==> config.mk <==
export PLATFORM = sky130hd
export DESIGN_NAME = conv_sum_out
export DESIGN_NICKNAME = d
export VERILOG_FILES = /design/src/conv_pkg.sv /design/src/conv_sum_out.sv
export SDC_FILE = /design/constraint.sdc
export NUM_CORES = 1
export LEC_CHECK = 0
export BUFFER_PORTS_ARGS = -buffer_cell sky130_fd_sc_hd__buf_2
export CORE_MARGIN = 2
export CORE_UTILIZATION = 45
export CTS_BUF_LIST = sky130_fd_sc_hd__clkbuf_8
export DETAILED_ROUTE_END_ITERATION = 7
export PLACE_DENSITY = 0.81
export SLEW_MARGIN = 10
export SYNTH_ARGS = -nofsm -noshare
export SYNTH_HDL_FRONTEND = slang
export SYNTH_SLANG_ARGS = --single-unit
==> constraint.sdc <==
create_clock -name clk -period 2.7 [get_ports clk]
set_clock_uncertainty 0.05 [all_clocks]
set_input_delay 0.27 -clock clk [delete_from_list [all_inputs] [get_ports clk]]
set_output_delay 0.27 -clock clk [all_outputs]
set_load 0.02 [all_outputs]
==> src/conv_pkg.sv <==
package conv_pkg;

    // ======================================================================
    // Kernel geometry
    // ======================================================================

    // Side of the square kernel, fixed 3x3
    localparam int KERNEL_N = 3;

    // ======================================================================
    // Datapath widths
    // ======================================================================

    // Greyscale pixel, unsigned
    localparam int PIX_W = 8;

    // Kernel coefficient, two's complement
    localparam int COEF_W = 8;

    // One row dot product: zero-extended pixel times coefficient, three terms
    localparam int PROD_W = PIX_W + COEF_W + 2;

    // Sum of three row partials
    localparam int ACC_W = PROD_W + 2;

    // Fraction shift field
    localparam int SHIFT_W = 4;

    // ======================================================================
    // Wishbone register map
    // ======================================================================

    localparam int WB_ADR_W = 4;
    localparam int WB_DAT_W = 32;

    // Coefficients at 0..8, row-major, low COEF_W bits
    localparam int REG_COEF_BASE = 0;

    // Fraction shift, low SHIFT_W bits
    localparam int REG_SHIFT = 9;

    // Output pixel count, read only, 16 bits wrapping
    localparam int REG_OUT_COUNT = 10;

endpackage

==> src/conv_sum_out.sv <==
`timescale 1ns/1ps

module conv_sum_out (
    input  logic                               clk,
    input  logic                               rst_n,
    input  logic signed [conv_pkg::PROD_W-1:0] part_sum0,
    input  logic signed [conv_pkg::PROD_W-1:0] part_sum1,
    input  logic signed [conv_pkg::PROD_W-1:0] part_sum2,
    input  logic                               part_valid,
    input  logic [conv_pkg::SHIFT_W-1:0]       frac_shift,
    input  logic                               y_ready,
    output logic                               y_valid,
    output logic [conv_pkg::PIX_W-1:0]         y_data,
    output logic                               adv,
    output logic                               out_fire
);

    localparam int PW = conv_pkg::PIX_W;
    localparam int AW = conv_pkg::ACC_W;

    // Full window sum, sign-extended partials
    logic signed [AW-1:0] acc;
    // After the fraction shift
    logic signed [AW-1:0] scaled;

    // ======================================================================
    // Sum and scale
    // ======================================================================

    assign acc    = AW'(part_sum0) + AW'(part_sum1) + AW'(part_sum2);
    assign scaled = acc >>> frac_shift;

    // ======================================================================
    // Output register and flow control
    // ======================================================================

    // Whole pipeline moves when this slot is free or being drained
    assign adv      = ~y_valid | y_ready;
    assign out_fire = y_valid & y_ready;

    always_ff @(posedge clk or negedge rst_n) begin
        if (!rst_n) begin
            y_valid <= 1'b0;
        end else if (adv) begin
            y_valid <= part_valid;
        end
    end

    // Low pixel bits only, result wraps
    always_ff @(posedge clk) begin
        if (adv) begin
            y_data <= scaled[PW-1:0];
        end
    end

endmodule

==> flow_summary.yaml <==
placement:
  io_buffers: 72
  place_ws_ns: -0.913
  dpl.hpwl_um: 5880
  routabilityCongestion: 0.874
  dp_cells: 501
grt:
  grt_max_degree: 27
  first_global_vias: 3083
  grt_overflow: 0
  antenna_found_initial: 0
  grt_first_pass_wirelength_um: 13400
  grt.total_usage_pct: 25.8
floorplanning:
  dieArea_um2: 6400
  die_y_um: 80.0
  core_um2: 5540
  die_x_um: 80.0
  ios: 73
  initial_utilization_pct: 47.0
  rows: 27
power_and_ir_drop:
  powerDensity_nw_per_um2: 560
  combPwrFrac_pct: 84.2
  vdd_drop_max_v: 0.000366
  p_clk_share_pct: 6.7
  seq_power_share_pct: 9.1
  switchingPower_mw: 0.993
  internal_power_mw: 1.25
  cellLeakagePower_nw: 1.78
  power.total_mw: 2.24
  swShare_pct: 44.4
clock_tree:
  cts-root-buf: "clkbuf_8"
  h-tree-depth: 1
  clk_latency_ns: 0.23
  numCtsBuffers: 3
  clockBufferDepth: 2
  cts_tree: "built"
  clkTransAtPathRegs_ns: 0.04
  clock-sinks: 9
outcome:
  violations: "setup timing"
  status: "complete, but fails checks"
sta:
  period_needed_ns: 3.27
  max_clock_freq_ghz: 0.306
  slew_headroom_pct: 59.5
  rsz0062_at_grt: "yes"
  final.setup.tns_ns: -3.94
  finalHoldViolCount: 0
  finalHoldWorstSlack_ns: 0.184
  post-route-period-util_pct: 121
  setup_viol: 8
  slew_violations: 0
  tightest_slew_ns: 0.592
  layout_setup_ws_ns: -0.566
setup_path:
  cp_max_fo: 4
  critical_path.top_delay_family: "adder cells"
  endpoint_kind: "flip-flop"
  path_buf_inv: 3
  crit_type: "primary input to flip-flop"
  cpMaxStageDelayCell: "fa_1"
  required_ns: 2.62
  cpMostUsedCell: "buf_6"
  rrSetupSlack_ns: 1.57
  worstPathCellList: "buf_6, fa_1, ha_2, inv_2, fa_2, nor2b_4, o31ai_4, a21oi_2, buf_6, o221ai_4, mux2i_2, nand3_1, and2_1, mux4_2"
  cpPeakStageDelay_ns: 0.54
  startpoint_type: "primary input"
  arrival_ns: 3.18
routing:
  firstDrtPassIters: 5
  via_count: 3044
  drtAntennaViolNets: 0
  vias_per_cell: 5.89
  wl_per_cell_um: 15.9
  totalWireLength_um: 8240
  drt-initial-drc-count: 175
  drc_errors: 0
final_layout:
  syn_to_final_growth_pct: 53.7
  layout-drive-gt1-share_pct: 48.8
  fin_cells: 517
  nNetsFinal: 545
  fill_cells: 414
  antenna_cells: 0
synth:
  yosysWarnings: 0
  synth_nets: 405
  synthCells: 306
  yosysSeqAreaShare_pct: 10.2
  syn_avg_cell_area_um2: 8.50
  ys_seq_elements: 9
  synthDistinctLibCells: 63
  syn-cell-area_um2: 2600
  async_reset_ff_share_pct: 11.1
  synth_edf_count: 8
  synth_flop_cell: "edfxtp_1"
flow_run:
  max_cap_violations: 0
worst_hold_path:
  min_path_type: "primary input to flip-flop"
## area by class of cell
class                           instances  area, um2  share of cell area (%)
Clock buffer                            3       41.3                    1.03
Clock inverter                          1       3.75                  0.0939
Inverter                               17       63.8                    1.60
Multi-Input combinational cell        260       2510                    62.8
Sequential cell                         9        265                    6.64
Tap cell                               72       90.1                    2.25
Timing Repair Buffer                  155       1020                    25.6
## Yosys cell counts (3+ instances only)
library cell	n	area [um2]
nor3_1	8	40.0
o21ai_0	12	60.1
clkbuf_1	16	60.1
nand4_1	4	25.0
a2111oi_0	4	35.0
o31ai_1	3	22.5
a211oi_1	6	45.0
or3_1	3	18.8
o21a_1	6	45.0
a31oi_1	4	25.0
o32ai_1	3	26.3
xnor2_1	7	61.3
and3_1	3	18.8
nand3b_1	3	22.5
nor4_1	3	18.8
nor2_1	19	71.3
a21o_1	6	45.0
ha_1	18	225
nor2b_1	6	37.5
nand2b_1	4	25.0
nand3_1	9	45.0
a21oi_1	22	110
inv_1	17	63.8
mux2i_1	10	100
mux4_2	7	158
o211ai_1	3	22.5
nand2_1	18	67.6
and2_1	7	43.8
xor2_1	5	43.8
a2111o_1	3	33.8
a211o_1	3	26.3
fa_1	19	380
edfxtp_1	8	240
## power by group through the flow
stage	clock network [mW]	logic, mW	registers [mW]
floorplan	0	0.938	0.250
global placement	0	1.53	0.205
detailed placement	0	1.58	0.206
CTS	0.151	1.78	0.204
global route	0.158	2.03	0.206
finish	0.149	1.89	0.203
## logic make-up after synthesis
family / share of synthesized area [%]
AO/OA/AOI/OAI: 27.3
multiplexers: 9.91
AND/OR/NAND/NOR: 19.5
adder cells (fa/ha/maj): 23.3
buffers and inverters: 5.77
XOR/XNOR: 4.04
flip-flops: 10.2
## flip-flops by register name, indices dropped and copies added, names as in the netlist
register,count
y_data,8
y_valid,1
## worst paths after layout
kind                               from         to  cells past startpoint
min in group asynchronous         rst_n    y_valid                      2
min                          part_valid    y_valid                      2
min reg2reg                     y_valid    y_valid                      2
max reg2reg                     y_valid  y_data[2]                      1
max in group asynchronous         rst_n    y_valid                      2
max                        part_sum2[1]  y_data[2]                     14
## cells in the final DEF, fill, tap and decap left out, drive strengths merged, types with 2 or more instances in the layout
cell type,instances
a2111o,3
a2111oi,4
a211o,3
a211oi,7
a21o,6
a21oi,23
a311oi,3
a31oi,4
a41oi,2
and2,7
and3,3
buf,154
clkbuf,3
edfxtp,8
fa,19
ha,18
inv,18
mux2i,10
mux4,7
nand2,18
nand2b,4
nand3,9
nand3b,3
nand4,4
nor2,19
nor2b,6
nor3,8
nor4,3
o2111ai,2
o211a,2
o211ai,3
o21a,6
o21ai,14
o22ai,2
o31ai,3
o32ai,3
or3,4
xnor2,7
xor2,5
## metrics by stage
stage,util (%),area [um2]
after floorplan,-,2650
after global placement,63.9,3540
after detailed placement,63.9,3540
after CTS,70.7,3920
after global routing,72.2,4000
final,72.2,4000
## repair_timing
action,in CTS,in global routing
endpoints found under the setup margin,8,8
setup buffers,11,3
pin swaps,35,21
endpoints found under the hold margin,1,0
hold buffers,1,0
resized for setup,48,13
## per-layer routing
layer	share of wire, %	track usage (%)	wire length, um	vias up
met1	40	31.1	3290	1446
met4	2.0	8.64	166	0
met3	6.1	2.71	505	21
met5	0	0	0	-
met2	52	47.2	4280	137
li1	-	-	-	1440
(Power assumes the default switching activity.)
