`src/conv_pkg.sv`:
```
package conv_pkg;

    // ======================================================================
    // Kernel geometry
    // ======================================================================

    // Side of the square kernel, fixed 3x3
    localparam int KERNEL_N = 3;

    // ======================================================================
    // Datapath widths
    // ======================================================================

    // Greyscale pixel, unsigned
    localparam int PIX_W = 8;

    // Kernel coefficient, two's complement
    localparam int COEF_W = 8;

    // One row dot product: zero-extended pixel times coefficient, three terms
    localparam int PROD_W = PIX_W + COEF_W + 2;

    // Sum of three row partials
    localparam int ACC_W = PROD_W + 2;

    // Fraction shift field
    localparam int SHIFT_W = 4;

    // ======================================================================
    // Wishbone register map
    // ======================================================================

    localparam int WB_ADR_W = 4;
    localparam int WB_DAT_W = 32;

    // Coefficients at 0..8, row-major, low COEF_W bits
    localparam int REG_COEF_BASE = 0;

    // Fraction shift, low SHIFT_W bits
    localparam int REG_SHIFT = 9;

    // Output pixel count, read only, 16 bits wrapping
    localparam int REG_OUT_COUNT = 10;

endpackage

```
`src/conv_row_mac.sv`:
```
`timescale 1ns/1ps

module conv_row_mac (
    input  logic                                            clk,
    input  logic                                            rst_n,
    input  logic                                            adv,
    input  logic                                            in_valid,
    input  logic [conv_pkg::KERNEL_N*conv_pkg::PIX_W-1:0]   pix_row,
    input  logic [conv_pkg::KERNEL_N*conv_pkg::COEF_W-1:0]  coef_row,
    output logic signed [conv_pkg::PROD_W-1:0]              part_sum,
    output logic                                            part_valid
);

    localparam int PW  = conv_pkg::PIX_W;
    localparam int CW  = conv_pkg::COEF_W;
    localparam int KN  = conv_pkg::KERNEL_N;
    localparam int PRW = conv_pkg::PROD_W;

    logic signed [PRW-1:0] pix_ext [KN];
    logic signed [PRW-1:0] coef_ext [KN];
    logic signed [PRW-1:0] dot;

    // Pixels unsigned, coefficients signed, all widened before the multiply
    always_comb begin
        dot = '0;
        for (int i = 0; i < KN; i++) begin
            pix_ext[i]  = PRW'(pix_row[i*PW +: PW]);
            coef_ext[i] = PRW'(signed'(coef_row[i*CW +: CW]));
            dot         = dot + pix_ext[i] * coef_ext[i];
        end
    end

    // Partial sum register
    always_ff @(posedge clk) begin
        if (adv) begin
            part_sum <= dot;
        end
    end

    always_ff @(posedge clk or negedge rst_n) begin
        if (!rst_n) begin
            part_valid <= 1'b0;
        end else if (adv) begin
            part_valid <= in_valid;
        end
    end

endmodule

```
`config.mk`:
```
export PLATFORM = sky130hd
export DESIGN_NAME = conv_row_mac
export DESIGN_NICKNAME = d
export VERILOG_FILES = /design/src/conv_pkg.sv /design/src/conv_row_mac.sv
export SDC_FILE = /design/constraint.sdc
export NUM_CORES = 1
export LEC_CHECK = 0
export BUFFER_PORTS_ARGS = -buffer_cell sky130_fd_sc_hd__buf_2
export CAP_MARGIN = 10
export CORE_MARGIN = 10
export CORE_UTILIZATION = 56
export CTS_CLUSTER_DIAMETER = 120
export CTS_CLUSTER_SIZE = 14
export DETAILED_ROUTE_END_ITERATION = 6
export PLACE_DENSITY_LB_ADDON = 0.15
export SLEW_MARGIN = 0
export SYNTH_ARGS = -nofsm -noshare
export SYNTH_HDL_FRONTEND = slang
export SYNTH_SLANG_ARGS = --single-unit
```
`constraint.sdc`:
```
create_clock -name clk -period 0.8 [get_ports clk]
set_input_delay 0.16 -clock clk [delete_from_list [all_inputs] [get_ports clk]]
set_output_delay 0.16 -clock clk [all_outputs]
set_load 0.005 [all_outputs]
```
==> results of run 1 <==
[stage by stage]
stage,cell area [µm²],hold WS [ns]
6_report,10070,0.1367
2_1_floorplan,7960,-0.1356
3_5_place_dp,9185,-0.06320
3_3_place_gp,9185,-0.06557
4_1_cts,9817,0.1345
5_1_grt,10070,0.1460
[final cells by class]
cell class	count	share of cell area, %
repair buffers	173	14.94
multi-input cells	548	67.70
inverters	234	8.761
clock buffers	3	0.7456
flip-flops and latches	19	5.617
well taps	176	2.187
clock inverters	1	0.04971
[flip-flops by register name, summed over array words and instances, names as in the netlist]
name / flops
part_valid: 1
part_sum: 18
[synthesized netlist by cell type]
cell type / count
inv_1: 232
fa_1: 165
and2_1: 112
ha_1: 107
nand2_1: 65
nor2_1: 27
edfxtp_1: 18
a21oi_1: 12
xnor2_1: 12
nand2b_1: 9
o21ai_0: 6
a21o_1: 5
xor2_1: 5
nand4_1: 3
a21oi_2: 2
clkbuf_2: 2
clkinv_1: 2
mux2i_1: 2
nor2b_1: 2
nor3_1: 2
o211ai_1: 2
a21o_2: 1
a21oi_4: 1
a32oi_1: 1
a41oi_1: 1
dfrtp_1: 1
mux2_2: 1
nand3_1: 1
nand4b_1: 1
nor4b_1: 1
o21a_1: 1
o41ai_2: 1
[worst paths after layout]
path / start / endpoint / slack [ns] / depth (start not counted)
max in group asynchronous: rst_n / part_valid$_DFFE_PN0P_ / 0.50 / 2
min in group asynchronous: rst_n / part_valid$_DFFE_PN0P_ / 0.22 / 2
min reg2reg: part_valid$_DFFE_PN0P_ / part_valid$_DFFE_PN0P_ / 0.60 / 2
max: pix_row[13] / part_sum[15]$_DFFE_PP_ / -4.48 / 20
min: in_valid / part_valid$_DFFE_PN0P_ / 0.14 / 2
max reg2reg: part_valid$_DFFE_PN0P_ / part_valid$_DFFE_PN0P_ / -0.05 / 2
[cells by family after synthesis]
group / after synthesis / share of synthesized area, %
simple gates: 223 / 15.21
fa+ha+maj: 272 / 60.53
mux: 3 / 0.4079
xor+xnor: 17 / 1.942
buf+inv: 236 / 11.58
compound gates: 33 / 2.953
flops: 19 / 7.375
[critical path, stage by stage]
cell      delay [ns]
buf_6           0.11
and2_4          0.16
fa_1            0.55
inv_2           0.04
fa_1            0.53
inv_1           0.05
fa_1            0.49
fa_1            0.46
fa_1            0.52
fa_1            0.52
inv_2           0.05
fa_1            0.49
inv_2           0.05
ha_4            0.27
o211ai_1        0.13
a21oi_4         0.16
o211ai_1        0.11
buf_4           0.16
a32oi_2         0.17
xor2_1          0.09
[layer usage]
metal | track usage (%) | up-vias | wire [µm]
met3 | 3.116 | 30 | 1002
li1 | - | 2719 | -
met2 | 36.58 | 142 | 9827
met4 | 4.333 | 0 | 368
met5 | 0 | - | 0
met1 | 24.71 | 2836 | 7100
[what timing repair did]
| item | CTS | global route |
|---|---|---|
| endpoints found under the hold margin | 1 | 0 |
| hold buffers | 1 | 0 |
| setup buffers | 10 | 6 |
| cloned | 0 | 0 |
| resized for setup | 141 | 64 |
| endpoints found under the setup margin | 37 | 38 |
| pin swaps | 63 | 46 |
==> impl_metrics.json, run 1 <==
{
  "outcome": "finished with violations",
  "violated_checks": "negative setup slack",
  "ant_nets": 0,
  "clock_insertion_delay_worst_skew_ns": 0.25,
  "clock_tree.root_cell": "clkbuf_16",
  "post_route_cells_drive_above_1_share_pct": 32.21,
  "fp-row-count": 42,
  "cts.htree.levels": 1,
  "die-width_um": 137.0,
  "place_inst": 1135,
  "floorplan.die.height_um": 137.0,
  "synth.yosys.seq_area_share_pct": 7.375,
  "final_count_of_negative_setup_slack_endpoints": 38,
  "setup.worst_path.class": "input pin to flop",
  "route.final.wire_length_um": 18300,
  "die_area_um2": 18770,
  "total_area_of_multi_input_combinational_cells_um2": 6817,
  "ys_ff_latch": 19,
  "initial_utilization_pct": 57.45,
  "clk_pin_slew_worst_paths_ns": 0.05,
  "fin_skew_ns": 0,
  "detail_route.drc_violations": 0,
  "cts_tree": "done",
  "yosysUniqueCellTypes": 32,
  "finalHoldViolCount": 0,
  "final-seq-area_um2": 565.5,
  "max-clock-path-buffers": 2,
  "timing.critical_path.fanout_max": 5,
  "clock-sinks": 19,
  "synth_top_area_cell": "fa_1",
  "period_needed_ns": 5.278,
  "max_freq_mhz": 189.5,
  "post-synth-top-area-fraction_pct": 43.07,
  "cts_made_buffers": 3,
  "postLayoutSetupSlackWorst_ns": -4.478,
  "postSynthCellCount": 803,
  "post_synth.cell_area_avg_um2": 9.550,
  "area_growth_syn_to_layout_pct": 31.29,
  "report.final.slew_viol_count": 0,
  "max_slew_margin_pct": 72.97,
  "tns_ns": -68.14,
  "fillCellCount": 915,
  "cp_data_arrival_time_ns": 5.28,
  "replace_congestion": 0.9395,
  "routed_via_density": 4.963,
  "io_buffers": 70,
  "firstDrtPassIters": 4,
  "vias": 5727,
  "startpoint_type": "input pin",
  "grt-ovfl-total": 0,
  "hpwl_detailed_um": 15790,
  "ys_warn_count": 0,
  "nets_final": 1303,
  "rsz_0062_raised_after_global_routing": "yes",
  "hold_path_class": "input pin to flop",
  "cp_data_required_time_ns": 0.80,
  "layout.cells.most_common_list": "201 x inv_1, 152 x fa_1, 85 x and2_1, 83 x buf_4, 81 x ha_1",
  "boundary_pin_count": 71,
  "first_pass_grt_wire_length_um": 30240,
  "avgRoutedWirePerCell_um": 15.86,
  "worst_tran_pin_value_ns": 0.4054,
  "grt.total_usage_pct": 20.18,
  "crit_path_end_kind": "flop",
  "design.core.area_um2": 13350,
  "timing.final.crit_share_pct": 659.7,
  "postSynthNetCount": 1127,
  "synth_area_leaders": "fa_1 43%, ha_1 17%, inv_1 11%, and2_1 9.1%, edfxtp_1 7.0%",
  "netlist_area_um2": 7669,
  "grt_max_degree": 13,
  "finalNonFillerCells": 1154,
  "max_cap_violations": 0,
  "finalCoreUtilization_pct": 75.43,
  "n_antenna_cell": 0,
  "drt-initial-drc-count": 219,
  "layout_commonest_cell": "inv_1",
  "grt_pass1_vias": 6478,
  "place_worst_setup_slack_ns": -4.867,
  "antenna_found_initial": 0
}
Power of run 1 is left out: the tool's default activity adds up to more than one toggle a clock period on the data nets, which glitch-free logic cannot reach.
==> run 2, diff against run 1 <==
CELL_PAD_IN_SITES_DETAIL_PLACEMENT = 0   (was default)
CELL_PAD_IN_SITES_GLOBAL_PLACEMENT = 2   (was default)
CORE_ASPECT_RATIO = 1.4   (was default)
CORE_UTILIZATION = 40   (was 56)
==> run 2 against run 1 <==
The flow still finishes with violations (negative setup slack). Design area is 0.76% higher. First-iteration DRC count fell by 31%. Cell count is 6.5% higher. Worst setup slack improved by 0.032 ns. Maximum frequency grew 0.61%. Die area grew 34%.
==> impl_metrics.json, run 2 (synthesized netlist as in run 1, its figures left out) <==
{
  "outcome": "finished with violations",
  "violated_checks": "negative setup slack",
  "timing.final.crit_share_pct": 655.7,
  "grt.met3_usage_pct": 1.340,
  "grt_util_met1_pct": 19.32,
  "final_count_of_negative_setup_slack_endpoints": 37,
  "finalCoreUtilization_pct": 54.10,
  "cts.htree.levels": 1,
  "global_routing_s_busiest_layer": "met2",
  "startpoint_type": "input pin",
  "finalHoldViolCount": 0,
  "period_needed_ns": 5.246,
  "grt_max_degree": 13,
  "area_growth_syn_to_layout_pct": 32.29,
  "avgRoutedWirePerCell_um": 15.82,
  "die_area_um2": 25190,
  "fillCellCount": 1772,
  "r2r_start": "part_valid$_DFFE_PN0P_",
  "io_buffers": 70,
  "route.final.wire_length_um": 19440,
  "routed_via_density": 4.656,
  "critical-path-max-stage-delay_ns": 0.58,
  "vias": 5722,
  "crit_end": "part_sum[12]$_DFFE_PP_",
  "max-clock-path-buffers": 2,
  "fin_skew_ns": 0,
  "detail_route.drc_violations": 0,
  "cts_made_buffers": 3,
  "design.core.area_um2": 18750,
  "max_slew_margin_pct": 73.12,
  "crit_path_start": "pix_row[13]",
  "timing.critical_path.cells": "buf_12 -> and2_4 -> fa_1 -> inv_2 -> fa_1 -> inv_1 -> fa_1 -> fa_1 -> fa_2 -> fa_1 -> inv_2 -> fa_1 -> inv_2 -> ha_4 -> buf_4 -> a21oi_4 -> a21oi_2 -> o41ai_2 -> xnor2_1",
  "cp_data_arrival_time_ns": 5.25,
  "grt_pass1_vias": 6587,
  "n_antenna_cell": 0,
  "hpwl_detailed_um": 17750,
  "nets_final": 1310,
  "post_route_cells_drive_above_1_share_pct": 31.37,
  "grt.total_usage_pct": 16.52,
  "final-seq-area_um2": 565.5,
  "worstPathBufferInverterCount": 6,
  "layout_commonest_cell": "inv_1",
  "place_worst_setup_slack_ns": -4.870,
  "max_cap_violations": 0,
  "largest_register_ffs": 18,
  "cp_data_required_time_ns": 0.81,
  "die-width_um": 137.0,
  "met2_usage_pct": 31.47,
  "critical_path.reg2reg.endpoint": "part_valid$_DFFE_PN0P_",
  "replace_congestion": 0.8321,
  "first_pass_grt_wire_length_um": 32850,
  "total_area_of_multi_input_combinational_cells_um2": 6787,
  "fin_worst_hold_slack_ns": 0.1247,
  "rsz_0062_raised_after_global_routing": "yes",
  "cell_repeated_most_along_the_worst_path": "fa_1",
  "postLayoutSetupSlackWorst_ns": -4.446,
  "ant_nets": 0,
  "crit_path_end_kind": "flop",
  "initial_utilization_pct": 40.90,
  "critPathTopFamily": "adder cells",
  "max_freq_mhz": 190.6,
  "cts_tree": "done",
  "layout.cells.most_common_list": "208 x inv_1, 150 x fa_1, 95 x buf_4, 89 x and2_1, 81 x ha_1",
  "antenna_found_initial": 0,
  "cell_count_along_the_critical_path": 19,
  "timing.reg2reg.worst_path_depth": 1,
  "fp-row-count": 59,
  "floorplan.die.height_um": 183.8,
  "timing.critical_path.fanout_max": 6,
  "clock_insertion_delay_worst_skew_ns": 0.26,
  "setup.worst_path.class": "input pin to flop",
  "clock-sinks": 19,
  "firstDrtPassIters": 4,
  "hold_path_class": "input pin to flop",
  "timing.critical_path.slowest_stage_cell": "fa_1",
  "report.final.slew_viol_count": 0,
  "regToRegSetupSlack_ns": 0.07,
  "grt-ovfl-total": 0,
  "drt-initial-drc-count": 152,
  "regMostFlops": "part_sum",
  "boundary_pin_count": 71,
  "largestRegisters": "part_sum: 18 flops, part_valid: 1 flops",
  "clk_pin_slew_worst_paths_ns": 0.06,
  "worst_tran_pin_value_ns": 0.4032,
  "clock_tree.root_cell": "clkbuf_16"
}
-- run 2: how the worst min path moves through the flow --
stage / startpoint / slack, ns / endpoint / cells after the start
after floorplan: rst_n / -0.14 / part_valid$_DFFE_PN0P_ / 0
after global placement: rst_n / -0.07 / part_valid$_DFFE_PN0P_ / 1
after detailed placement: rst_n / -0.06 / part_valid$_DFFE_PN0P_ / 1
after CTS: in_valid / 0.12 / part_valid$_DFFE_PN0P_ / 2
after global routing: in_valid / 0.13 / part_valid$_DFFE_PN0P_ / 2
final: in_valid / 0.12 / part_valid$_DFFE_PN0P_ / 2
-- run 2: area by class of cell --
cell class	count	share of cell area, %
Multi-Input combinational cell	548	66.90
Timing Repair Buffer	180	15.02
Inverter	234	8.683
Sequential cell	19	5.575
Tap cell	244	3.009
Clock buffer	3	0.7400
Clock inverter	1	0.07400
-- run 2: per-layer routing --
layer / routed length [µm] / up-vias
met5: 0 / -
met3: 529 / 20
met2: 11240 / 82
met4: 384 / 0
met1: 7286 / 2894
li1: - / 2726
-- run 2: repair_timing --
action                                  CTS  global route
endpoints found under the hold margin     1             0
endpoints found under the setup margin   37            37
pin swaps                                66            27
gates resized for setup                 155            22
hold buffers                              1             0
setup buffers                             8             5
-- run 2: stage by stage --
step	setup TNS, ns	instances	cell area, µm²
floorplan	-64.06	803	7960
global placement	-71.81	1213	9345
detailed placement	-72.45	1213	9345
CTS	-68.19	1224	10030
global route	-71.14	1229	10140
finish	-68.06	1229	10140
Power of run 2 is left out for the same reason.
