## config.mk

```make
export PLATFORM = sky130hd
export DESIGN_NAME = conv_coeff_regs
export DESIGN_NICKNAME = d
export VERILOG_FILES = /design/src/conv_pkg.sv /design/src/conv_coeff_regs.sv
export SDC_FILE = /design/constraint.sdc
export NUM_CORES = 1
export LEC_CHECK = 0
export BUFFER_PORTS_ARGS = -buffer_cell sky130_fd_sc_hd__buf_2
export CAP_MARGIN = 20
export CORE_MARGIN = 2
export CORE_UTILIZATION = 32
export DETAILED_ROUTE_END_ITERATION = 6
export SLEW_MARGIN = 15
export SYNTH_ARGS = -nofsm -noshare
export SYNTH_HDL_FRONTEND = slang
export SYNTH_SLANG_ARGS = --single-unit
```

## constraint.sdc

```tcl
create_clock -name clk -period 2.1 [get_ports clk]
set_input_delay 0.21 -clock clk [delete_from_list [all_inputs] [get_ports clk]]
set_output_delay 0.21 -clock clk [all_outputs]
set_load 0.005 [all_outputs]
```

## src/conv_pkg.sv

```systemverilog
package conv_pkg;

    // ======================================================================
    // Kernel geometry
    // ======================================================================

    // Side of the square kernel, fixed 3x3
    localparam int KERNEL_N = 3;

    // ======================================================================
    // Datapath widths
    // ======================================================================

    // Greyscale pixel, unsigned
    localparam int PIX_W = 8;

    // Kernel coefficient, two's complement
    localparam int COEF_W = 8;

    // One row dot product: zero-extended pixel times coefficient, three terms
    localparam int PROD_W = PIX_W + COEF_W + 2;

    // Sum of three row partials
    localparam int ACC_W = PROD_W + 2;

    // Fraction shift field
    localparam int SHIFT_W = 4;

    // ======================================================================
    // Wishbone register map
    // ======================================================================

    localparam int WB_ADR_W = 4;
    localparam int WB_DAT_W = 32;

    // Coefficients at 0..8, row-major, low COEF_W bits
    localparam int REG_COEF_BASE = 0;

    // Fraction shift, low SHIFT_W bits
    localparam int REG_SHIFT = 9;

    // Output pixel count, read only, 16 bits wrapping
    localparam int REG_OUT_COUNT = 10;

endpackage

```

## src/conv_coeff_regs.sv

```systemverilog
`timescale 1ns/1ps

module conv_coeff_regs (
    input  logic                                                       clk,
    input  logic                                                       rst_n,
    input  logic                                                       wb_cyc,
    input  logic                                                       wb_stb,
    input  logic                                                       wb_we,
    input  logic [conv_pkg::WB_ADR_W-1:0]                              wb_adr,
    input  logic [conv_pkg::WB_DAT_W-1:0]                              wb_dat_w,
    output logic [conv_pkg::WB_DAT_W-1:0]                              wb_dat_r,
    output logic                                                       wb_ack,
    input  logic                                                       out_fire,
    output logic [conv_pkg::KERNEL_N*conv_pkg::KERNEL_N*conv_pkg::COEF_W-1:0] coef_flat,
    output logic [conv_pkg::SHIFT_W-1:0]                               frac_shift
);

    localparam int NUM_TAPS = conv_pkg::KERNEL_N * conv_pkg::KERNEL_N;
    localparam int CW       = conv_pkg::COEF_W;
    localparam int AW       = conv_pkg::WB_ADR_W;
    localparam int DW       = conv_pkg::WB_DAT_W;
    localparam int SW       = conv_pkg::SHIFT_W;

    // New request seen, ack not yet given
    logic        req;
    logic [CW-1:0] coef [NUM_TAPS];
    logic [15:0] out_count;

    assign req = wb_cyc & wb_stb & ~wb_ack;

    // ======================================================================
    // Bus handshake and register writes
    // ======================================================================

    always_ff @(posedge clk or negedge rst_n) begin
        if (!rst_n) begin
            wb_ack     <= 1'b0;
            frac_shift <= '0;
            for (int i = 0; i < NUM_TAPS; i++) begin
                coef[i] <= '0;
            end
        end else begin
            // Single-cycle ack, dropped before the next request is seen
            wb_ack <= req;
            if (req && wb_we) begin
                for (int i = 0; i < NUM_TAPS; i++) begin
                    if (wb_adr == AW'(conv_pkg::REG_COEF_BASE + i)) begin
                        coef[i] <= wb_dat_w[CW-1:0];
                    end
                end
                if (wb_adr == AW'(conv_pkg::REG_SHIFT)) begin
                    frac_shift <= wb_dat_w[SW-1:0];
                end
                // Count register and unmapped words ignore writes
            end
        end
    end

    // Completed output transfers, free-running and wrapping
    always_ff @(posedge clk or negedge rst_n) begin
        if (!rst_n) begin
            out_count <= '0;
        end else if (out_fire) begin
            out_count <= out_count + 16'd1;
        end
    end

    // Read mux, held stable by the host while ack is high
    always_comb begin
        wb_dat_r = '0;
        for (int i = 0; i < NUM_TAPS; i++) begin
            if (wb_adr == AW'(conv_pkg::REG_COEF_BASE + i)) begin
                wb_dat_r = DW'(coef[i]);
            end
        end
        if (wb_adr == AW'(conv_pkg::REG_SHIFT)) begin
            wb_dat_r = DW'(frac_shift);
        end
        if (wb_adr == AW'(conv_pkg::REG_OUT_COUNT)) begin
            wb_dat_r = DW'(out_count);
        end
    end

    // Row-major packing, tap 0 in the low bits
    always_comb begin
        for (int i = 0; i < NUM_TAPS; i++) begin
            coef_flat[i*CW +: CW] = coef[i];
        end
    end

endmodule

```

==> results by group, run 1 <==
Clocking
  – Register clock-pin slew on the reported worst setup and hold paths: ~60 ps
  – Clock tree from TritonCTS: built
  – Skew-Pair Late Insertion Delay: around 350 ps
  – Cts bufs inserted: 9
  – Maximum count of clock buffers along a single path: 2
  – Number of levels the H-tree was split into: 3
  – Root buffer selected by CTS: sky130_fd_sc_hd__clkbuf_16
  – Num Clock Sinks: 93

Timing
  – Setup-violating endpoint count in the final report: 0
  – Fmax: roughly 500 MHz
  – Hold violation count in the final report: 0
  – Slack of the critical path: about 67 ps
  – Fin crit share: 0.968
  – Worst Skew: 4.36 ps
  – Shortest clock period the worst path allows after layout: just over 2000 ps
  – Fin. max-slew vios: 0

Power
  – Switching pwr: about 0.0013 W
  – Share of total power in sequential cells: 0.455
  – Switch share: 0.261
  – LEAKAGE: between 3 and 4 nW
  – PwrDens: approximately 860 nW/um^2
  – Overall power consumption: 0.00498 W
  – Internal power: ~0.0037 W
  – Part of the power in the clock network: 0.369
  – Maximum ir drop on the vdd rail: approximately 0.45 mV
  – Fraction of power consumed by combinational cells: 0.176

Yosys
  – Number of library cell types mapped by synthesis: just over 50
  – Portion of the post-synthesis area used by sequential elements: 0.504
  – Number of synthesized flops with an enable pin: 0
  – Number of standard cells after synthesis: about 360
  – Ys async rst share: 1.00
  – Dominant register cell in the synthesized netlist: sky130_fd_sc_hd__dfrtp_1
  – Yosys reg bits: 93
  – Per-instance average area after synthesis: approximately 13 sq um
  – Synthesis Warnings: 0
  – Cell area after synthesis: roughly 4600 sq um

Worst setup path
  – Arrival time at the worst endpoint: roughly 1800 ps
  – Critical Setup Path Class: reg -> out
  – Critical Path RT: approximately 1900 ps
  – Nature of the critical path endpoint: output port
  – Longest individual stage delay on the worst path: roughly 500 ps
  – Worst Path Max Fanout: 3
  – Crit Reg-Reg Startpoint: wb_ack
  – Series of cell instances along the critical path: mux4_2 > nand2_1 > o31a_1 > o221ai_1 > buf_2
  – Critical Path Start Type: register
  – Critical Path Start: coef_flat[27]
  – Master of the slowest instance on the critical path: sky130_fd_sc_hd__mux4_2
  – R2R depth: 6

Drt
  – Vias per cell: a little under 5
  – DRT Wirelength: approximately 12 mm
  – Detailed-route via count: 3311
  – First-iteration detailed-routing DRC count: around 130
  – Antenna Violating Nets Remaining: 0
  – DRC violations left: 0
  – Detailed-routing iteration count for the pre-antenna-repair pass: 4
  – WL per Instance: between 15 and 20 um

GRT
  – Wire length of the first global-routing pass: between 15 and 20 mm
  – Global-route usage over all layers: 0.167
  – Pin count of the biggest net entering global routing: 33
  – Antenna violations before repair: 0
  – Total global routing overflow: 0
  – Via count of the first global-routing pass: ~3300

Place
  – Final RePlAce weighted congestion: between 0.8 and 0.9
  – Post-DP HPWL: between 9 and 10 mm
  – Number of buffer cells added on primary ports: 110
  – Post-placement worst setup slack: roughly 190 ps

Final layout
  – Number of antenna cells inserted: 0
  – Layout cell share with drive strength beyond 1: 0.522
  – # fillers: about 1400
  – FF+latch area: between 2000 and 2500 sq um
  – Combined area of the multi-input logic cells: ~2100 sq um
  – NumNets Final: between 500 and 600
  – Layout-stage area growth over the synthesis result: 24.9%

Flow run
  – Max capacitance violation total: 0

Min path
  – Class of the tightest hold or removal check: in -> reg
  – Number of cells on the worst hold path: 2
  – Launch instance of the worst min-delay path: out_fire

Die
  – Placeable core area: approximately 14000 sq um
  – Full die area: 15400 sq um
  – Starting density of the core: 0.330
  – Die Wd: ~120 um
  – Number of placement rows: 43
  – DIE HEIGHT: between 100 and 150 um
  – Ports placed on the boundary: roughly 150

Outcome
  – Outcome: completed
-- cells in the mapped netlist, types with 5 or more instances --
cell | number | area [sq um]
sky130_fd_sc_hd__a21oi_1 | 5 | 25.0
sky130_fd_sc_hd__and3_1 | 12 | 75.1
sky130_fd_sc_hd__buf_2 | 5 | 25.0
sky130_fd_sc_hd__buf_4 | 17 | 128
sky130_fd_sc_hd__clkbuf_1 | 6 | 22.5
sky130_fd_sc_hd__dfrtp_1 | 93 | 2330
sky130_fd_sc_hd__mux2_2 | 79 | 890
sky130_fd_sc_hd__mux2i_1 | 13 | 130
sky130_fd_sc_hd__mux4_2 | 9 | 203
sky130_fd_sc_hd__nand2_1 | 16 | 60.1
sky130_fd_sc_hd__nand3_1 | 8 | 40.0
sky130_fd_sc_hd__nor2_1 | 10 | 37.5
sky130_fd_sc_hd__o21ai_0 | 6 | 30.0
sky130_fd_sc_hd__o22ai_1 | 5 | 31.3
sky130_fd_sc_hd__xnor2_1 | 10 | 87.6
-- area by class of cell --
| class | instances | share of cell area |
|---|---|---|
| Sequential cell | 93 | 0.403 |
| Clock buffer | 13 | 0.0486 |
| Multi-Input combinational cell | 242 | 0.366 |
| Inverter | 4 | 0.00260 |
| Timing Repair Buffer | 132 | 0.129 |
| Clock inverter | 3 | 0.0113 |
| Tap cell | 180 | 0.0390 |
-- metal layers --
| metal | vias to the layer above | global-route usage | part of all wire |
|---|---|---|---|
| met5 | - | 0 | 0 |
| met4 | 0 | 0.0534 | 0.015 |
| met3 | 15 | 0.0472 | 0.054 |
| met2 | 108 | 0.257 | 0.47 |
| met1 | 1682 | 0.228 | 0.46 |
| li1 | 1506 | - | - |
-- kinds of logic (layout without fill, tap and decap cells) --
family / count (synthesis) / in the layout / share of synthesized area
flip-flops: 93 / 93 / 0.504
other: 1 / 16 / 0.000812
XOR/XNOR: 15 / 15 / 0.0301
adder cells (fa/ha/maj): 1 / 1 / 0.00271
AO/OA/AOI/OAI: 33 / 33 / 0.0482
AND/OR/NAND/NOR: 76 / 76 / 0.0980
multiplexers: 101 / 101 / 0.265
buffers and inverters: 39 / 152 / 0.0517
-- cells in the final DEF, fill, tap and decap left out, types with 2 or more instances in the layout --
cell / netlist / routed
sky130_fd_sc_hd__a21oi_1: 5 / 5
sky130_fd_sc_hd__a22o_1: 2 / 2
sky130_fd_sc_hd__a31oi_1: 2 / 2
sky130_fd_sc_hd__and2_1: 4 / 3
sky130_fd_sc_hd__and3_1: 12 / 12
sky130_fd_sc_hd__buf_12: 0 / 2
sky130_fd_sc_hd__buf_2: 5 / 109
sky130_fd_sc_hd__buf_4: 17 / 20
sky130_fd_sc_hd__bufinv_16: 0 / 2
sky130_fd_sc_hd__clkbuf_16: 0 / 9
sky130_fd_sc_hd__clkbuf_8: 0 / 4
sky130_fd_sc_hd__conb_1: 1 / 16
sky130_fd_sc_hd__dfrtp_1: 93 / 92
sky130_fd_sc_hd__inv_1: 3 / 3
sky130_fd_sc_hd__mux2_2: 79 / 79
sky130_fd_sc_hd__mux2i_1: 13 / 13
sky130_fd_sc_hd__mux4_2: 9 / 9
sky130_fd_sc_hd__nand2_1: 16 / 16
sky130_fd_sc_hd__nand2_2: 4 / 4
sky130_fd_sc_hd__nand3_1: 8 / 8
sky130_fd_sc_hd__nand3_2: 3 / 3
sky130_fd_sc_hd__nand4_1: 4 / 4
sky130_fd_sc_hd__nor2_1: 10 / 10
sky130_fd_sc_hd__nor2b_1: 4 / 4
sky130_fd_sc_hd__o211ai_1: 3 / 3
sky130_fd_sc_hd__o21ai_0: 6 / 6
sky130_fd_sc_hd__o22ai_1: 5 / 5
sky130_fd_sc_hd__o31a_1: 2 / 2
sky130_fd_sc_hd__xnor2_1: 10 / 10
sky130_fd_sc_hd__xor2_1: 4 / 4
-- power by group through the flow --
| stage | registers (W) | logic, W | clock network (W) |
|---|---|---|---|
| final | 0.00227 | 0.000876 | 0.00184 |
| after global routing | 0.00231 | 0.000972 | 0.00196 |
| after CTS | 0.00227 | 0.000876 | 0.00189 |
| after detailed placement | 0.00230 | 0.000872 | 0 |
| after global placement | 0.00228 | 0.000855 | 0 |
| after floorplan | 0.00226 | 0.000481 | 0 |
-- per-stage QoR --
stage / hold WS [ps] / cell area [sq um] / instances / setup TNS [ps] / util
2_1_floorplan: -85.6 / 4680 / 374 / 0 / -
4_1_cts: 79.2 / 5760 / 666 / 0 / 0.412
5_1_grt: 110 / 5770 / 667 / -4.51 / 0.413
6_report: 94.0 / 5770 / 667 / 0 / 0.413
3_3_place_gp: 149 / 5410 / 649 / 0 / 0.386
3_5_place_dp: 155 / 5410 / 649 / 0 / 0.386
-- sequential cells by signal, indices dropped and copies added (netlist names) --
signal	cells
frac_shift	4
wb_ack	1
coef_flat	72
out_count	16
-- what timing repair did --
action | CTS | global route
pin swaps | 0 | 1
gates resized for setup | 1 | 1
hold buffers | 1 | 0
endpoints found under the hold margin | 24 | 0
endpoints found under the setup margin | 1 | 1
setup buffers | 0 | 1
-- path summary, 6_finish.rpt --
check / endpoint / slack, ps
max: wb_dat_r[3] / 70
min in group asynchronous: out_count[10] / 320
max reg2reg: coef_flat[42] / 290
min: out_count[0] / 90
max in group asynchronous: out_count[4] / 1140
min reg2reg: out_count[15] / 490
-- critical path: cells and delay by family, from the launching register on --
kind / cells / cell delay (ps)
flip-flops: 1 / 400
AND/OR/NAND/NOR: 1 / 90
buffers and inverters: 1 / 160
multiplexers: 1 / 500
AO/OA/AOI/OAI: 2 / 330
Note: power is estimated with default switching activity, not from simulation.
==> inputs of run 2 (changes only) <==
PLACE_DENSITY = 0.56   (was default)
==> run 2 against run 1 <==
Compared with the run above: utilization shrank 0.26 points; final cell count fell by 0.15%; critical path depth is 1 higher; worst hold slack improved by 8.0 ps; global-route usage shrank 0.15 points; via count fell by 1.8%; register-to-register slack worse by 20 ps; flip-flop and latch count is the same; non-clock buffer count down 1; routed wire length decreased by 3.3%; setup slack improved by 6.5 ps; critical path type unchanged.
==> results by group, run 2 (synthesis results as in run 1) <==
Outcome
  – Outcome: completed (unchanged)

Die
  – Die Wd: 124 um (unchanged)
  – Ports placed on the boundary: 151 (unchanged)
  – Full die area: 15400 sq um (unchanged)
  – Number of placement rows: 43 (unchanged)
  – DIE HEIGHT: 124 um (unchanged)
  – Starting density of the core: 0.330 (unchanged)
  – Placeable core area: 14000 sq um (unchanged)

Final layout
  – Layout cell share with drive strength beyond 1: 0.519 (was 0.522)
  – FF+latch area: 2330 sq um (unchanged)
  – Largest register FFs: 72 (unchanged)
  – Most frequent cells in the layout: sky130_fd_sc_hd__buf_2 (108), sky130_fd_sc_hd__dfrtp_1 (92), sky130_fd_sc_hd__mux2_2 (79), sky130_fd_sc_hd__buf_4 (18) (was sky130_fd_sc_hd__buf_2 (109), sky130_fd_sc_hd__dfrtp_1 (92), sky130_fd_sc_hd__mux2_2 (79), sky130_fd_sc_hd__buf_4 (20))
  – Utilization of the core after routing: 0.410 (was 0.413)
  – # fillers: 1368 (was 1382)
  – Most common cell after layout, fill and taps aside: sky130_fd_sc_hd__buf_2 (unchanged)
  – Final instance count without filler cells: 666 (was 667)
  – Final Instance Area: 5740 sq um (was 5770 sq um)
  – Number of antenna cells inserted: 0 (unchanged)
  – NumNets Final: 524 (was 525)
  – Layout-stage area growth over the synthesis result: 24.2% (was 24.9%)
  – Combined area of the multi-input logic cells: 2110 sq um (unchanged)

Drt
  – Vias per cell: 4.88 (was 4.96)
  – Detailed-route via count: 3253 (was 3311)
  – Antenna Violating Nets Remaining: 0 (unchanged)
  – Detailed-routing iteration count for the pre-antenna-repair pass: 4 (unchanged)
  – WL per Instance: 18.1 um (was 18.6 um)
  – DRC violations left: 0 (unchanged)
  – DRT Wirelength: 12.0 mm (was 12.4 mm)
  – First-iteration detailed-routing DRC count: 148 (was 125)

GRT
  – Wire length of the first global-routing pass: 18.7 mm (was 18.9 mm)
  – Pin count of the biggest net entering global routing: 45 (was 33)
  – Total global routing overflow: 0 (unchanged)
  – Via count of the first global-routing pass: 3303 (was 3272)
  – Global-route usage over all layers: 0.166 (was 0.167)
  – Antenna violations before repair: 0 (unchanged)

Place
  – Post-Place Cell Area: 5400 sq um (was 5410 sq um)
  – Final RePlAce weighted congestion: 0.783 (was 0.815)
  – Post-DP HPWL: 9.08 mm (was 9.34 mm)
  – Number of buffer cells added on primary ports: 110 (unchanged)
  – Cell Count Post-Placement: 647 (was 649)

Timing
  – Total negative slack for setup checks: 0 ps (unchanged)
  – Worst Skew: 8.13 ps (was 4.36 ps)
  – Fin crit share: 0.965 (was 0.968)
  – Fin. max-slew vios: 0 (unchanged)
  – Hold violation count in the final report: 0 (unchanged)
  – Fmax: 493 MHz (was 492 MHz)
  – RSZ-0062 raised after global routing: no
  – Shortest clock period the worst path allows after layout: 2030 ps (about the same)
  – Setup-violating endpoint count in the final report: 0 (unchanged)

Power
  – Maximum ir drop on the vdd rail: 0.393 mV (was 0.452 mV)
  – Switch share: 0.277 (was 0.261)
  – Share of total power in sequential cells: 0.471 (was 0.455)
  – Switching pwr: 0.00133 W (was 0.00130 W)
  – Overall power consumption: 0.00482 W (was 0.00498 W)
  – Internal power: 0.00348 W (was 0.00368 W)
  – Part of the power in the clock network: 0.345 (was 0.369)
  – PwrDens: 840 nW/um^2 (was 864 nW/um^2)
  – LEAKAGE: 2.99 nW (was 3.02 nW)
  – Fraction of power consumed by combinational cells: 0.184 (was 0.176)

Worst setup path
  – Nature of the critical path endpoint: output port (unchanged)
  – Critical Path RT: 1890 ps (about the same)
  – Critical Setup Path Class: reg -> out (unchanged)
  – Worst Path Max Fanout: 4 (was 3)
  – Master of the slowest instance on the critical path: sky130_fd_sc_hd__dfrtp_2 (was sky130_fd_sc_hd__mux4_2)
  – Number of buffer and inverter stages on the critical path: 1 (unchanged)
  – Internal reg-to-reg setup slack: 270 ps (was 290 ps)
  – Arrival time at the worst endpoint: 1820 ps (about the same)
  – Series of cell instances along the critical path: and2b_1 > nor3_1 > a31o_2 > o31a_1 > and2_4 > buf_2 (was mux4_2 > nand2_1 > o31a_1 > o221ai_1 > buf_2)
  – Critical Path Start Type: register (unchanged)
  – Longest individual stage delay on the worst path: 440 ps (was 500 ps)
  – Top cell family by delay on the critical path: compound AO/OA/AOI/OAI gates (was multiplexers)

Flow run
  – Max capacitance violation total: 0 (unchanged)

Clocking
  – Number of levels the H-tree was split into: 3 (unchanged)
  – Skew-Pair Late Insertion Delay: 350 ps (about the same)
  – Maximum count of clock buffers along a single path: 2 (unchanged)
  – Num Clock Sinks: 93 (unchanged)
  – Register clock-pin slew on the reported worst setup and hold paths: 70 ps (was 60 ps)
  – Cts bufs inserted: 9 (unchanged)
  – Clock tree from TritonCTS: built (unchanged)
  – Root buffer selected by CTS: sky130_fd_sc_hd__clkbuf_16 (unchanged)

Min path
  – Class of the tightest hold or removal check: in -> reg (unchanged)
run 2: changes by cell type in the layout (fill, tap and decap cells not counted):
cell                         delta
sky130_fd_sc_hd__buf_4          -2
sky130_fd_sc_hd__clkbuf_8       -3
sky130_fd_sc_hd__buf_2          -1
sky130_fd_sc_hd__bufinv_16      -1
sky130_fd_sc_hd__buf_12         +1
sky130_fd_sc_hd__clkbuf_1       +1
sky130_fd_sc_hd__clkinvlp_4     +2
sky130_fd_sc_hd__clkbuf_4       +1
sky130_fd_sc_hd__inv_6          +1
run 2: final cells by class:
type,count,area share
Sequential cell,93,0.406
Inverter,4,0.00262
Clock inverter,5,0.0103
Multi-Input combinational cell,242,0.368
Clock buffer,11,0.0423
Tap cell,180,0.0393
Timing Repair Buffer,131,0.131
run 2: stage by stage:
stage / worst slack, ps / hold WS (ps)
final: 73.5 / 102
after global routing: 6.98 / 128
after CTS: 3.53 / 94.5
after detailed placement: 94.7 / 158
after global placement: 110 / 151
after floorplan: 438 / -85.6
run 2: power by group through the flow:
stage	Clock, W	Sequential (W)	Combinational, W
2_1_floorplan	0	0.00226	0.000481
3_3_place_gp	0	0.00229	0.000846
3_5_place_dp	0	0.00231	0.000861
4_1_cts	0.00171	0.00227	0.000867
5_1_grt	0.00177	0.00230	0.000990
6_report	0.00166	0.00227	0.000887
run 2: what timing repair did:
item / in CTS / in global routing
endpoints found under the hold margin: 26 / 0
endpoints found under the setup margin: 1 / 2
hold buffers: 1 / 0
setup buffers: 0 / 2
resized for setup: 1 / 2
pin swaps: 0 / 0
run 2: path summary, 6_finish.rpt:
path / end / from / cells after the start
setup reg to reg: coef_flat[45] / wb_ack / 6
hold reg to reg: out_count[15] / out_count[15] / 1
setup / recovery: wb_dat_r[4] / out_count[4] / 6
hold / removal: out_count[0] / out_fire / 2
max in group asynchronous: out_count[4] / rst_n / 3
min in group asynchronous: coef_flat[13] / rst_n / 2
run 2: metal layers:
layer  GRT usage  wire length, um
met3      0.0458              767
met2       0.265             5870
met4      0.0653              212
met5           0                0
met1       0.213             5190
run 2: worst reg2reg max path, cell delays in order (launching register included):
cell and delay (ps):
sky130_fd_sc_hd__dfrtp_1 380, sky130_fd_sc_hd__and3b_2 260, sky130_fd_sc_hd__and2_1 310, sky130_fd_sc_hd__nand2_4 110, sky130_fd_sc_hd__nor3_4 110, sky130_fd_sc_hd__buf_4 210, sky130_fd_sc_hd__mux2_2 360
==> inputs of run 3 (changes only) <==
GPL_ROUTABILITY_DRIVEN = 0   (was default)
clock period = 2.5 ns   (was 2.1 ns; I/O delays follow)
==> run 3 against run 2 <==
Compared with the run above: final area down 2.1%; register-to-register slack better by 280 ps; utilization fell by 0.84 points; sequential share of layout area grew 0.83 points; clock power shrank 22%; largest cell class unchanged.
==> results by group, run 3 (synthesis results as in run 1) <==
Outcome
  – Outcome: completed (unchanged)

Worst setup path
  – Worst Path Max Fanout: 7 (was 4)
  – Nature of the critical path endpoint: output port (unchanged)
  – Critical Setup Path Class: reg -> out (unchanged)
  – Critical Path RT: 2250 ps (was 1890 ps)
  – Number of buffer and inverter stages on the critical path: 1 (unchanged)
  – Series of cell instances along the critical path: and2b_1 > nor3_1 > a31o_2 > o31a_1 > and2_1 > buf_2 (was and2b_1 > nor3_1 > a31o_2 > o31a_1 > and2_4 > buf_2)
  – Top cell family by delay on the critical path: compound AO/OA/AOI/OAI gates (unchanged)
  – Critical Path Start Type: register (unchanged)
  – Master of the slowest instance on the critical path: sky130_fd_sc_hd__dfrtp_1 (was sky130_fd_sc_hd__dfrtp_2)
  – Arrival time at the worst endpoint: 1900 ps (was 1820 ps)
  – Longest individual stage delay on the worst path: 470 ps (was 440 ps)
  – Critical Path Start: out_count[4] (unchanged)
  – Crit Reg-Reg Startpoint: wb_ack (unchanged)

Drt
  – First-iteration detailed-routing DRC count: 144 (was 148)
  – Highest metal layer used by the detailed router: met4 (unchanged)
  – DRC violations left: 0 (unchanged)
  – Detailed-routing iteration count for the pre-antenna-repair pass: 4 (unchanged)
  – DRT Wirelength: 12.0 mm (about the same)
  – Vias per cell: 4.93 (was 4.88)
  – Detailed-route via count: 3237 (was 3253)
  – Routed wl met3: 602 um (was 767 um)
  – Antenna Violating Nets Remaining: 0 (unchanged)
  – Length of routed wiring on met1: 5.32 mm (was 5.19 mm)
  – Routed met2 length: 5.97 mm (was 5.87 mm)
  – WL per Instance: 18.3 um (was 18.1 um)

Die
  – Starting density of the core: 0.330 (unchanged)
  – DIE HEIGHT: 124 um (unchanged)
  – Number of placement rows: 43 (unchanged)
  – Die Wd: 124 um (unchanged)
  – Placeable core area: 14000 sq um (unchanged)
  – Full die area: 15400 sq um (unchanged)
  – Ports placed on the boundary: 151 (unchanged)

Place
  – Post-DP HPWL: 9.01 mm (was 9.08 mm)
  – Post-placement worst setup slack: 437 ps (was 94.7 ps)
  – Number of buffer cells added on primary ports: 110 (unchanged)

GRT
  – Antenna violations before repair: 0 (unchanged)
  – Via count of the first global-routing pass: 3303 (unchanged)
  – Wire length of the first global-routing pass: 18.6 mm (was 18.7 mm)
  – Total global routing overflow: 0 (unchanged)
  – Global-route usage over all layers: 0.164 (was 0.166)
  – Pin count of the biggest net entering global routing: 52 (was 45)

Clocking
  – Post-CTS Setup Bufs: 0 (unchanged)
  – Number of levels the H-tree was split into: 3 (unchanged)
  – Clock tree from TritonCTS: built (unchanged)
  – Cts bufs inserted: 9 (unchanged)
  – Num Clock Sinks: 93 (unchanged)
  – Register clock-pin slew on the reported worst setup and hold paths: 60 ps (was 70 ps)
  – Maximum count of clock buffers along a single path: 2 (unchanged)
  – PostCTS Resize Cnt: 0 (was 1)
  – Skew-Pair Late Insertion Delay: 350 ps (about the same)
  – Root buffer selected by CTS: sky130_fd_sc_hd__clkbuf_16 (unchanged)

Timing
  – Slew at the pin closest to its max-slew limit: 581 ps
  – Fin. max-slew vios: 0 (unchanged)
  – Shortest clock period the worst path allows after layout: roughly 2200 ps
  – Total negative slack for setup checks: 0 ps (unchanged)
  – RSZ-0062 raised after global routing: no (unchanged)
  – Fin crit share: 0.861
  – Setup-violating endpoint count in the final report: 0 (unchanged)
  – Hold violation count in the final report: 0 (unchanged)
  – Headroom to the max-slew limit: 0.613
  – Slack of the critical path: 347 ps (was 73.5 ps)
  – Fmax: 464 MHz
  – Worst Skew: 5.55 ps (was 8.13 ps)

Final layout
  – Largest register FFs: 72 (unchanged)
  – # fillers: 1346 (was 1368)
  – Layout-stage area growth over the synthesis result: 21.6% (was 24.2%)
  – Number of antenna cells inserted: 0 (unchanged)
  – Layout cell share with drive strength beyond 1: 0.504 (was 0.519)
  – Most frequent cells in the layout: sky130_fd_sc_hd__buf_2 (109), sky130_fd_sc_hd__dfrtp_1 (93), sky130_fd_sc_hd__mux2_2 (79), sky130_fd_sc_hd__nand2_1 (16), sky130_fd_sc_hd__conb_1 (16) (was sky130_fd_sc_hd__buf_2 (108), sky130_fd_sc_hd__dfrtp_1 (92), sky130_fd_sc_hd__mux2_2 (79), sky130_fd_sc_hd__buf_4 (18))
  – Utilization of the core after routing: 0.402 (was 0.410)
  – Most common cell after layout, fill and taps aside: sky130_fd_sc_hd__buf_2 (unchanged)
  – NumNets Final: 514 (was 524)

Power
  – Overall power consumption: 0.00391 W (was 0.00482 W)
  – LEAKAGE: 2.93 nW (was 2.99 nW)
  – Switch share: 0.284 (was 0.277)
  – Part of the power in the clock network: 0.331 (was 0.345)
  – Switching pwr: 0.00111 W (was 0.00133 W)
  – PwrDens: 695 nW/um^2 (was 840 nW/um^2)
  – Internal power: 0.00279 W (was 0.00348 W)
  – Fraction of power consumed by combinational cells: 0.181 (was 0.184)
  – Maximum ir drop on the vdd rail: 0.382 mV (was 0.393 mV)
  – Share of total power in sequential cells: 0.489 (was 0.471)

Flow run
  – Max capacitance violation total: 0 (unchanged)

Min path
  – Class of the tightest hold or removal check: in -> reg (unchanged)
  – Launch instance of the worst min-delay path: out_fire (unchanged)
[run 3: cell type report]
class / count / area (sq um) / area share
sequential: 93 / 2330 / 0.414
multi-input combinational: 242 / 2110 / 0.376
timing repair buffer: 121 / 663 / 0.118
clock buffer: 11 / 243 / 0.0432
tap: 180 / 225 / 0.0401
clock inverter: 5 / 35.0 / 0.00624
inverter: 4 / 15.0 / 0.00267
[run 3: metal layers]
layer  global-route usage  vias up
li1                     -     1494
met1                0.211     1649
met2                0.272       86
met3               0.0440        8
met4               0.0463        0
met5                    0        -
[run 3: worst reg2reg max path, delay by kind of cell (launching register included)]
kind,cells,cell delay (ps)
mux,1,390
simple gates,3,1080
flops,1,370
[run 3: metrics by stage]
step                cell area (sq um)  instances  hold slack, ps
floorplan                        4680        374           -45.6
global placement                 5330        639             279
detailed placement               5330        639             290
CTS                              5620        656             139
global route                     5620        656             170
finish                           5620        656             153
[run 3: final timing paths]
path                                 end  slack, ps  depth (start not counted)
max                          wb_dat_r[4]        350                          6
max in group asynchronous  coef_flat[37]       1370                          3
max reg2reg                coef_flat[55]        550                          4
min                         out_count[0]        150                          2
min in group asynchronous  coef_flat[21]        430                          2
min reg2reg                out_count[13]        490                          1
[run 3: timing repair]
item	in CTS	in global routing
endpoints found under the hold margin	42	0
endpoints found under the setup margin	0	0
hold buffers	1	0
[run 3: power groups by stage]
| stage | Combinational, W | Sequential [W] | Clock [W] |
|---|---|---|---|
| after floorplan | 0.000404 | 0.00190 | 0 |
| after global placement | 0.000703 | 0.00192 | 0 |
| final | 0.000705 | 0.00191 | 0.00129 |
| after detailed placement | 0.000716 | 0.00194 | 0 |
| after CTS | 0.000721 | 0.00191 | 0.00132 |
| after global routing | 0.000789 | 0.00194 | 0.00138 |
